`config.mk`:
```
export PLATFORM = sky130hd
export DESIGN_NAME = comm_controller
export DESIGN_NICKNAME = d
export VERILOG_FILES = /design/src/comm_pkg.sv /design/src/host_link.sv /design/src/command_sequencer.sv /design/src/mem_port.sv /design/src/comm_controller.sv
export SDC_FILE = /design/constraint.sdc
export NUM_CORES = 1
export LEC_CHECK = 0
export ABC_AREA = 1
export BUFFER_PORTS_ARGS = -buffer_cell sky130_fd_sc_hd__clkbuf_2
export CAP_MARGIN = 0
export CORE_MARGIN = 2
export CORE_UTILIZATION = 58
export CTS_BUF_LIST = sky130_fd_sc_hd__clkbuf_2 sky130_fd_sc_hd__clkbuf_4 sky130_fd_sc_hd__clkbuf_8
export DETAILED_ROUTE_END_ITERATION = 10
export PLACE_DENSITY = 0.95
export SYNTH_ARGS = -nofsm -noshare
export SYNTH_HDL_FRONTEND = slang
export SYNTH_HIERARCHICAL = 1
export SYNTH_SLANG_ARGS = --single-unit
export TNS_END_PERCENT = 30
```
`constraint.sdc`:
```
create_clock -name clock_i -period 4 [get_ports clock_i]
set_input_delay 0.6 -clock clock_i [delete_from_list [all_inputs] [get_ports clock_i]]
set_output_delay 0.6 -clock clock_i [all_outputs]
set_load 0.01 [all_outputs]
```
`src/comm_pkg.sv`:
```
`default_nettype none

package comm_pkg;

	// ----------------------------------------------------------------------
	// widths
	// ----------------------------------------------------------------------
	localparam int WORD_W  = 32;
	localparam int ADDR_W  = 27;
	localparam int COUNT_W = 12;
	localparam int DEV_W   = 3;

	// sync exchange
	localparam logic [WORD_W-1:0] KEY_SYNC = 32'h4A78B9F2;
	localparam logic [WORD_W-1:0] XOR_SYNC = 32'hCD0031F7;

	// startup purge length in consecutive empty cycles
	localparam int PURGE_CYCLES = 20000;
	localparam int PURGE_W      = $clog2(PURGE_CYCLES);

	// byte address advance per word
	localparam int ADDR_STEP = 4;

	// ----------------------------------------------------------------------
	// header word layout
	// ----------------------------------------------------------------------
	localparam int HDR_CFG_BIT = 14;
	localparam int HDR_CNT_BIT = 13;
	localparam int HDR_WR_BIT  = 12;
	localparam int HDR_DEV_LSB = 24;
	localparam int CFG_DATA_W  = 2;

	typedef enum logic [1:0] {OP_READ, OP_WRITE, OP_CONFIG} cmd_op_e;

	typedef enum logic [1:0] {LINK_PURGE, LINK_SYNC, LINK_ACTIVE} link_state_e;

	typedef enum logic [2:0] {
		SEQ_IDLE,
		SEQ_HEADER,
		SEQ_ADDRESS,
		SEQ_GET_DATA,
		SEQ_MEM_WAIT,
		SEQ_SEND_WORD,
		SEQ_ACK,
		SEQ_ERROR
	} seq_state_e;

	// host fifo strobes plus outgoing word
	typedef struct packed {
		logic              rx_read;
		logic              tx_write;
		logic [WORD_W-1:0] tx_data;
	} host_xfer_t;

	// one memory access request
	typedef struct packed {
		logic              start;
		cmd_op_e           op;
		logic              load_addr;
		logic [ADDR_W-1:0] addr;
		logic [WORD_W-1:0] wdata;
		logic [DEV_W-1:0]  dev;
	} mem_cmd_t;

	typedef struct packed {
		logic              finished;
		logic [WORD_W-1:0] rdata;
	} mem_rsp_t;

endpackage

`default_nettype wire

```
`src/host_link.sv`:
```
`timescale 1ns/100ps
`default_nettype none

module host_link import comm_pkg::*; (
	input  wire                clock_i,
	input  wire                resetn_i,
	input  wire                rx_empty_i,
	input  wire                tx_full_i,
	input  wire [WORD_W-1:0]   rx_data_i,
	input  wire host_xfer_t    seq_xfer_i,
	output logic               link_ready_o,
	output logic               rx_read_o,
	output logic               tx_write_o,
	output logic [WORD_W-1:0]  tx_data_o
);

	link_state_e        state_q;
	logic [PURGE_W-1:0] purge_cnt_q;
	logic               sync_take;
	logic               sync_key;

	// a sync word only moves when its echo can go out in the same cycle
	assign sync_take    = !rx_empty_i && !tx_full_i;
	assign sync_key     = (rx_data_i == KEY_SYNC);
	assign link_ready_o = (state_q == LINK_ACTIVE);

	// ----------------------------------------------------------------------
	// link state and purge timer
	// ----------------------------------------------------------------------
	always_ff @(posedge clock_i) begin
		if (!resetn_i) begin
			state_q     <= LINK_PURGE;
			purge_cnt_q <= '0;
		end else begin
			case (state_q)
				LINK_PURGE: begin
					// any word restarts the quiet period
					if (!rx_empty_i) begin
						purge_cnt_q <= '0;
					end else if (purge_cnt_q == PURGE_W'(PURGE_CYCLES - 1)) begin
						state_q <= LINK_SYNC;
					end else begin
						purge_cnt_q <= purge_cnt_q + 1'b1;
					end
				end
				LINK_SYNC: begin
					if (sync_take && sync_key) begin
						state_q <= LINK_ACTIVE;
					end
				end
				LINK_ACTIVE: begin
					// held until reset
				end
				default: begin
					state_q <= LINK_PURGE;
				end
			endcase
		end
	end

	// fifo port ownership
	always_comb begin
		rx_read_o  = 1'b0;
		tx_write_o = 1'b0;
		tx_data_o  = rx_data_i ^ XOR_SYNC;
		case (state_q)
			LINK_PURGE: begin
				rx_read_o = !rx_empty_i;
			end
			LINK_SYNC: begin
				rx_read_o  = sync_take;
				tx_write_o = sync_take && !sync_key;
			end
			LINK_ACTIVE: begin
				rx_read_o  = seq_xfer_i.rx_read;
				tx_write_o = seq_xfer_i.tx_write;
				tx_data_o  = seq_xfer_i.tx_data;
			end
			default: begin
			end
		endcase
	end

	// strobes from either owner must respect fifo levels
	rx_read_guard: assert property (@(posedge clock_i) disable iff (!resetn_i)
		rx_empty_i |-> !rx_read_o)
		else $error("rx_read_o raised while rx fifo empty");

	tx_write_guard: assert property (@(posedge clock_i) disable iff (!resetn_i)
		tx_full_i |-> !tx_write_o)
		else $error("tx_write_o raised while tx fifo full");

endmodule

`default_nettype wire

```
`src/command_sequencer.sv`:
```
`timescale 1ns/100ps
`default_nettype none

module command_sequencer import comm_pkg::*; (
	input  wire               clock_i,
	input  wire               resetn_i,
	input  wire               link_ready_i,
	input  wire               rx_empty_i,
	input  wire               tx_full_i,
	input  wire [WORD_W-1:0]  rx_data_i,
	output host_xfer_t        xfer_o,
	output mem_cmd_t          mem_cmd_o,
	input  wire mem_rsp_t     mem_rsp_i,
	output logic              exception_o
);

	seq_state_e         state_q;
	cmd_op_e            op_q;
	logic [COUNT_W-1:0] count_q;
	logic               take;
	logic               give;
	logic               last_word;
	cmd_op_e            hdr_op;
	logic [COUNT_W-1:0] hdr_count;

	assign take      = link_ready_i && !rx_empty_i;
	assign give      = link_ready_i && !tx_full_i;
	assign last_word = (count_q == COUNT_W'(1));

	// header decode
	always_comb begin
		if (rx_data_i[HDR_CFG_BIT]) begin
			hdr_op = OP_CONFIG;
		end else if (rx_data_i[HDR_WR_BIT]) begin
			hdr_op = OP_WRITE;
		end else begin
			hdr_op = OP_READ;
		end
		hdr_count = rx_data_i[HDR_CNT_BIT] ? rx_data_i[COUNT_W-1:0] : COUNT_W'(1);
	end

	// ----------------------------------------------------------------------
	// command fsm
	// ----------------------------------------------------------------------
	always_ff @(posedge clock_i) begin
		if (!resetn_i) begin
			state_q     <= SEQ_IDLE;
			op_q        <= OP_READ;
			count_q     <= '0;
			exception_o <= 1'b0;
		end else begin
			case (state_q)
				SEQ_IDLE: begin
					// terminator must be zero
					if (take) begin
						if (rx_data_i != '0) begin
							state_q     <= SEQ_ERROR;
							exception_o <= 1'b1;
						end else begin
							state_q <= SEQ_HEADER;
						end
					end
				end
				SEQ_HEADER: begin
					if (take) begin
						op_q    <= hdr_op;
						count_q <= hdr_count;
						state_q <= (hdr_op == OP_CONFIG) ? SEQ_MEM_WAIT : SEQ_ADDRESS;
					end
				end
				SEQ_ADDRESS: begin
					// reads start right away while writes need a data word first
					if (take) begin
						state_q <= (op_q == OP_WRITE) ? SEQ_GET_DATA : SEQ_MEM_WAIT;
					end
				end
				SEQ_GET_DATA: begin
					if (take) begin
						state_q <= SEQ_MEM_WAIT;
					end
				end
				SEQ_MEM_WAIT: begin
					if (mem_rsp_i.finished) begin
						if (op_q == OP_READ) begin
							state_q <= SEQ_SEND_WORD;
						end else if (op_q == OP_WRITE && !last_word) begin
							count_q <= count_q - 1'b1;
							state_q <= SEQ_GET_DATA;
						end else begin
							state_q <= SEQ_ACK;
						end
					end
				end
				SEQ_SEND_WORD: begin
					// next read goes out together with this word
					if (give) begin
						if (last_word) begin
							state_q <= SEQ_IDLE;
						end else begin
							count_q <= count_q - 1'b1;
							state_q <= SEQ_MEM_WAIT;
						end
					end
				end
				SEQ_ACK: begin
					if (give) begin
						state_q <= SEQ_IDLE;
					end
				end
				SEQ_ERROR: begin
					// sticky until reset
				end
				default: begin
					state_q <= SEQ_IDLE;
				end
			endcase
		end
	end

	// fifo and memory requests per state
	always_comb begin
		xfer_o              = '0;
		mem_cmd_o.start     = 1'b0;
		mem_cmd_o.op        = op_q;
		mem_cmd_o.load_addr = 1'b0;
		mem_cmd_o.addr      = rx_data_i[ADDR_W-1:0];
		mem_cmd_o.wdata     = rx_data_i;
		mem_cmd_o.dev       = rx_data_i[HDR_DEV_LSB +: DEV_W];
		case (state_q)
			SEQ_IDLE: begin
				xfer_o.rx_read = take;
			end
			SEQ_HEADER: begin
				xfer_o.rx_read = take;
				if (hdr_op == OP_CONFIG) begin
					mem_cmd_o.start = take;
					mem_cmd_o.op    = OP_CONFIG;
					mem_cmd_o.wdata = {{(WORD_W-CFG_DATA_W){1'b0}}, rx_data_i[CFG_DATA_W-1:0]};
				end
			end
			SEQ_ADDRESS: begin
				xfer_o.rx_read      = take;
				mem_cmd_o.load_addr = take;
				mem_cmd_o.start     = take && (op_q == OP_READ);
			end
			SEQ_GET_DATA: begin
				xfer_o.rx_read  = take;
				mem_cmd_o.start = take;
			end
			SEQ_SEND_WORD: begin
				xfer_o.tx_write = give;
				xfer_o.tx_data  = mem_rsp_i.rdata;
				mem_cmd_o.start = give && !last_word;
			end
			SEQ_ACK: begin
				xfer_o.tx_write = give;
			end
			default: begin
			end
		endcase
	end

	// one access in flight until the memory port's finished pulse
	single_access: assert property (@(posedge clock_i) disable iff (!resetn_i)
		mem_cmd_o.start |=> (!mem_cmd_o.start until mem_rsp_i.finished))
		else $error("memory start raised while an access is pending");

	exception_sticky: assert property (@(posedge clock_i) disable iff (!resetn_i)
		exception_o |=> exception_o)
		else $error("exception_o fell without reset");

endmodule

`default_nettype wire

```
`src/mem_port.sv`:
```
`timescale 1ns/100ps
`default_nettype none

module mem_port import comm_pkg::*; (
	input  wire                clock_i,
	input  wire                resetn_i,
	input  wire mem_cmd_t      cmd_i,
	output mem_rsp_t           rsp_o,
	input  wire                ready_i,
	input  wire                done_i,
	input  wire [WORD_W-1:0]   data_i,
	output logic               req_o,
	output logic               rw_o,
	output logic               clear_o,
	output logic [ADDR_W-1:0]  add_o,
	output logic [WORD_W-1:0]  data_o,
	output logic [DEV_W-1:0]   reqdev_o
);

	typedef enum logic [2:0] {
		MP_IDLE,
		MP_CONFIG,
		MP_WAIT_READY,
		MP_WAIT_DONE,
		MP_CLEAR
	} mp_state_e;

	mp_state_e         state_q;
	logic [ADDR_W-1:0] addr_q;
	logic [ADDR_W-1:0] access_addr;
	logic [WORD_W-1:0] rdata_q;
	logic              finished_q;
	logic              access_start;

	assign access_start = cmd_i.start && (cmd_i.op != OP_CONFIG) && (state_q == MP_IDLE);
	// a start with load uses the fresh address directly
	assign access_addr  = cmd_i.load_addr ? cmd_i.addr : addr_q;

	always_comb begin
		rsp_o.finished = finished_q;
		rsp_o.rdata    = rdata_q;
	end

	// address pointer and payload
	always_ff @(posedge clock_i) begin
		if (access_start) begin
			addr_q <= access_addr + ADDR_W'(ADDR_STEP);
			add_o  <= access_addr;
		end else if (cmd_i.load_addr) begin
			addr_q <= cmd_i.addr;
		end
		if (cmd_i.start && state_q == MP_IDLE) begin
			data_o <= cmd_i.wdata;
		end
		if (state_q == MP_WAIT_DONE && done_i && !rw_o) begin
			rdata_q <= data_i;
		end
	end

	// ----------------------------------------------------------------------
	// bus handshake
	// ----------------------------------------------------------------------
	always_ff @(posedge clock_i) begin
		if (!resetn_i) begin
			state_q    <= MP_IDLE;
			req_o      <= 1'b0;
			rw_o       <= 1'b0;
			clear_o    <= 1'b0;
			reqdev_o   <= '0;
			finished_q <= 1'b0;
		end else begin
			req_o      <= 1'b0;
			clear_o    <= 1'b0;
			reqdev_o   <= '0;
			finished_q <= 1'b0;
			case (state_q)
				MP_IDLE: begin
					if (cmd_i.start) begin
						// config skips the ready wait
						if (cmd_i.op == OP_CONFIG) begin
							req_o    <= 1'b1;
							reqdev_o <= cmd_i.dev;
							state_q  <= MP_CONFIG;
						end else begin
							rw_o    <= (cmd_i.op == OP_WRITE);
							state_q <= MP_WAIT_READY;
						end
					end
				end
				MP_CONFIG: begin
					finished_q <= 1'b1;
					state_q    <= MP_IDLE;
				end
				MP_WAIT_READY: begin
					if (ready_i) begin
						req_o   <= 1'b1;
						state_q <= MP_WAIT_DONE;
					end
				end
				MP_WAIT_DONE: begin
					if (done_i) begin
						clear_o <= 1'b1;
						state_q <= MP_CLEAR;
					end
				end
				MP_CLEAR: begin
					finished_q <= 1'b1;
					state_q    <= MP_IDLE;
				end
				default: begin
					state_q <= MP_IDLE;
				end
			endcase
		end
	end

	req_single_pulse: assert property (@(posedge clock_i) disable iff (!resetn_i)
		req_o |=> !req_o)
		else $error("req_o high for two cycles");

endmodule

`default_nettype wire

```
`src/comm_controller.sv`:
```
`timescale 1ns/100ps
`default_nettype none

module comm_controller import comm_pkg::*; (
	input  wire                clock_i,
	input  wire                resetn_i,
	input  wire                tx_full_i,
	input  wire                rx_empty_i,
	input  wire [WORD_W-1:0]   rx_data_i,
	output logic               rx_read_o,
	output logic               tx_write_o,
	output logic [WORD_W-1:0]  tx_data_o,
	input  wire                ready_i,
	input  wire                done_i,
	input  wire [WORD_W-1:0]   data_i,
	output logic [DEV_W-1:0]   reqdev_o,
	output logic               req_o,
	output logic               rw_o,
	output logic [ADDR_W-1:0]  add_o,
	output logic [WORD_W-1:0]  data_o,
	output logic               clear_o,
	output logic               exception_o
);

	host_xfer_t seq_xfer;
	logic       link_ready;
	mem_cmd_t   mem_cmd;
	mem_rsp_t   mem_rsp;

	// ----------------------------------------------------------------------
	// host side
	// ----------------------------------------------------------------------
	host_link link_i (
		.clock_i      (clock_i),
		.resetn_i     (resetn_i),
		.rx_empty_i   (rx_empty_i),
		.tx_full_i    (tx_full_i),
		.rx_data_i    (rx_data_i),
		.seq_xfer_i   (seq_xfer),
		.link_ready_o (link_ready),
		.rx_read_o    (rx_read_o),
		.tx_write_o   (tx_write_o),
		.tx_data_o    (tx_data_o)
	);

	command_sequencer seq_i (
		.clock_i      (clock_i),
		.resetn_i     (resetn_i),
		.link_ready_i (link_ready),
		.rx_empty_i   (rx_empty_i),
		.tx_full_i    (tx_full_i),
		.rx_data_i    (rx_data_i),
		.xfer_o       (seq_xfer),
		.mem_cmd_o    (mem_cmd),
		.mem_rsp_i    (mem_rsp),
		.exception_o  (exception_o)
	);

	// memory bus side
	mem_port mem_i (
		.clock_i  (clock_i),
		.resetn_i (resetn_i),
		.cmd_i    (mem_cmd),
		.rsp_o    (mem_rsp),
		.ready_i  (ready_i),
		.done_i   (done_i),
		.data_i   (data_i),
		.req_o    (req_o),
		.rw_o     (rw_o),
		.clear_o  (clear_o),
		.add_o    (add_o),
		.data_o   (data_o),
		.reqdev_o (reqdev_o)
	);

endmodule

`default_nettype wire

```
==> metrics.md <==
| Metric | Value |
|---|---|
| Run status | complete, no violations |
| Critical Path AT | around 3.3 ns |
| Via Count | slightly below 8000 |
| Clk Latency, worst-skew pair | roughly 0.47 ns |
| Sequential fraction of design power | 0.409 |
| Upper clock frequency limit | 338 MHz |
| Synthesis warning total | 6 |
| Detailed-route wire length per cell | between 15 and 20 um |
| PostCTS Resize Cnt | 0 |
| Worst max-slew margin expressed relative to the limit | 0.395 |
| Combined buffer and inverter count along the critical path | 5 |
| Met2 Use GR | 0.456 |
| Total setup buffers inserted after CTS | 0 |
| Hold-critical path endpoint | mem_i/rdata_q[30] |
| Ratio of routed vias to standard cells | 5.34 |
| Vertical extent of the die | approximately 130 um |
| Peak VDD IR | about 0.0003 V |
| Io pins | 170 |
| Critical Setup Path Class | reg2reg |
| Startpoint of the worst setup timing path | link_i/state_q[0] |
| Final Net Count | ~1300 |
| Tightest Pin Transition | 0.904 ns |
| Delay-heaviest family, CP | simple AND/OR/NAND/NOR gates |
| Top cells by area in the synthesized netlist | edfxtp_1 31%, dfxtp_1 17%, nand2_1 12% |
| Leak pwr | between 4 and 5 nW |
| DIE AREA | 16000 sq um |
| Cell breakdown of the critical path | inv_1, ha_2, inv_1, nor2_1, inv_1, nor4_2, buf_4, o21ai_1, inv_1, ha_1, nand3_2, nor2_4, nand2_2, nor2_4, nand2_1, nand2_1, nand2_1 |
| Clock Pin Slew Worst Setup and Hold Paths | roughly 0.09 ns |
| Starting density of the core | 0.597 |
| First-pass GRT wire length | between 30 and 40 mm |
| Fillers | ~1200 |
| Layout cells sized above 1 | 0.224 |
| Worst Skew | between 0.015 and 0.02 ns |
| Area growth syn-to-layout | 12.6% |
| Number of unique standard cell types used by synthesis | 47 |
| Floorplan core area | about 15000 sq um |
| H-Tree Depth | 4 |
| M3 GR Usage | 0.0536 |
| Terminus of the critical flop-to-flop path | mem_i/addr_q[22] |
| Worst reg2reg path depth | 17 |
| Routed Wire Length | roughly 23 mm |
| Number of buffers inserted during clock tree synthesis | 17 |
| Internal Dissipation | roughly 0.0033 W |
| Number of iterations in the first detailed-routing pass | 6 |
| Number of hold-repair buffers added at the cts stage | 0 |
| Synth Net Count | between 1000 and 1500 |
| Final standard cell count with taps included and fillers excluded | approximately 1500 |
| Number of flops mapped to enable cells by yosys | 91 |
| Post-synth design cell area | 8710 sq um |
| Critical path startpoint category | flip-flop |
| DP Area | around 9400 sq um |
| Synth Register Bits | around 160 |
| Largest net degree at the start of global routing | 61 |
| Proportion of synthesized chip area in sequential cells | 0.479 |
| Antenna Cells | 0 |
| Placed cell count | approximately 1400 |
| Average instance area after synthesis | around 8 sq um |
| Total of endpoints with negative setup slack in the final report | 0 |
| Cell repeated most along the worst path | inv_1 |
| Worst hold stages | 1 |
| Yosys top cell area share | 0.314 |
| Maximum buffer depth of the clock tree | 2 |
| Cells after Synth | 1118 |
| Die Span X | 127 um |
| Clock power share | 0.211 |
| Leading cell type in the layout, fill and taps excluded | nand2_1 |
| Reg-to-reg slack, setup | around 1.0 ns |
| Number of logic stages on the critical path including buffering | 17 |
| Root buffer cell | clkbuf_8 |
| Share of the clock period used by the worst path after layout | 0.739 |
| Cell with the largest stage delay on the worst path | buf_4 |
| Final Hold Fails | 0 |
| GR Overflow Total | 0 |
| Maximum fanout encountered on the critical timing path | 37 |
| Fin Setup TNS | 0 ns |
| Worst hold path type | in2reg |
| PwrDens | around 560 nW/um^2 |
| DR iter-0 viols | 842 |
| Fraction of power spent switching nets | 0.407 |
| Commonest non-fill, non-tap cells in the layout | 277 x nand2_1, 181 x nor2_1, 171 x inv_1 |
| Fraction of registers with async set/reset | 0 |
| Final instance area | 9810 sq um |
| Final routed DRC violation total | 0 |
| Beginning of the worst register-to-register path | link_i/state_q[0] |
| CTS tree | done |
| Number of antenna violations at the first check in global routing | 0 |
| Half-perimeter wire length after placement | 16.7 mm |
| Shortest clock period the worst path allows after layout | 2.96 ns |
| CP required | between 4 and 5 ns |
| Switching power | about 0.0022 W |
| Placement row count | 44 |
| Unrepaired setup endpoints after global routing | false |
| Reported max-cap violation count | 0 |
| Final weighted congestion in routability-driven placement | about 0.95 |
| Critical Path Max Stage Delay | approximately 0.4 ns |
| Slew Viols, Final | 0 |
| Global router's overall resource usage | 0.283 |
| Count of port buffers added during placement | around 170 |
| Combinational cell fraction of total power | 0.380 |
| Multi-input gate area | ~3500 sq um |
| Global routing usage on met1 | 0.363 |
| Hold_sp | data_i[30] |
| Post-synth top flop | edfxtp_1 |
| Post-DRT Antenna Nets | 0 |
| Clock Sinks | around 160 |
| Number of global-route vias before repair | a little over 7000 |
| Leading area contributor after synthesis | edfxtp_1 |
| Most heavily used metal layer in global routing | met2 |
| Setup crit end kind | flip-flop |
| Storage cell area | 4170 sq um |
## power groups by stage
| stage | combinational, W | clock, W | sequential, W |
|---|---|---|---|
| after floorplan | 0.00156 | 0 | 0.00222 |
| after global placement | 0.00193 | 0 | 0.00226 |
| after detailed placement | 0.00202 | 0 | 0.00227 |
| after CTS | 0.00204 | 0.00118 | 0.00223 |
| after global routing | 0.00230 | 0.00125 | 0.00226 |
| final | 0.00209 | 0.00116 | 0.00224 |
## how the worst max path moves through the flow
stage | endpoint | slack (ns)
after floorplan | mem_i/reqdev_o[0] | 0.69
after global placement | mem_i/addr_q[22] | 1.14
after detailed placement | mem_i/addr_q[22] | 0.95
after CTS | mem_i/addr_q[22] | 1.07
after global routing | mem_i/addr_q[22] | 0.73
final | mem_i/addr_q[22] | 1.04
## worst register-to-register path, delay by kind of cell, from the launching register on
family,cells,cell delay (ns)
adder cells (fa/ha/maj),2,0.38
AO/OA/AOI/OAI,1,0.21
flip-flops,1,0.36
buffers and inverters,5,0.82
AND/OR/NAND/NOR,9,1.10
## flip-flops by register name (all words and copies together) (netlist names)
name,flops
mem_i/data_o,32
mem_i/rdata_q,32
mem_i/add_o,27
mem_i/addr_q,27
link_i/purge_cnt_q,15
seq_i/count_q,12
mem_i/reqdev_o,3
mem_i/state_q,3
seq_i/state_q,3
link_i/state_q,2
seq_i/op_q,2
mem_i/clear_o,1
mem_i/finished_q,1
mem_i/req_o,1
mem_i/rw_o,1
seq_i/exception_o,1
## kinds of logic (layout without fill, tap and decap cells)
kind of cell / count (synthesis) / count (layout) / share of synthesized area
compound gates: 113 / 113 / 0.0761
xor+xnor: 16 / 16 / 0.0161
flops: 163 / 163 / 0.479
fa+ha+maj: 8 / 8 / 0.0115
buf+inv: 238 / 386 / 0.126
simple gates: 580 / 580 / 0.291
## per-layer routing
layer	routed length, um	share of wire	up-vias
li1	-	-	3733
met1	8910	0.39	3488
met2	10600	0.47	450
met3	2030	0.090	78
met4	1060	0.047	0
met5	0	0	-
## cells in the mapped netlist, types with 8 or more instances
cell      number
nand3_2        8
edfxtp_1      91
ha_1           8
dfxtp_1       72
nand3_1       43
nor2_2         9
xor2_1         9
nor3_1        10
a21oi_1       32
buf_4         39
nand2_1      277
inv_1        171
o21ai_0       54
nand2_2       17
clkbuf_1      12
nor2_1       184
## stage by stage
| stage | total power (W) | setup slack, ns | utilization | hold WS (ns) |
|---|---|---|---|---|
| finish | 0.00549 | 1.04 | 0.672 | 0.300 |
| global route | 0.00581 | 0.731 | 0.672 | 0.276 |
| CTS | 0.00544 | 1.07 | 0.672 | 0.277 |
| global placement | 0.00419 | 1.14 | 0.646 | 0.424 |
| detailed placement | 0.00428 | 0.948 | 0.646 | 0.444 |
| floorplan | 0.00379 | 0.685 | - | 0.412 |
## cell type report
cell class	count	area share
Sequential cell	163	0.426
Multi-Input combinational cell	717	0.352
Timing Repair Buffer	176	0.0916
Inverter	178	0.0686
Clock buffer	17	0.0239
Tap cell	184	0.0235
Clock inverter	15	0.0147
Note: power is estimated with default switching activity, not from simulation.
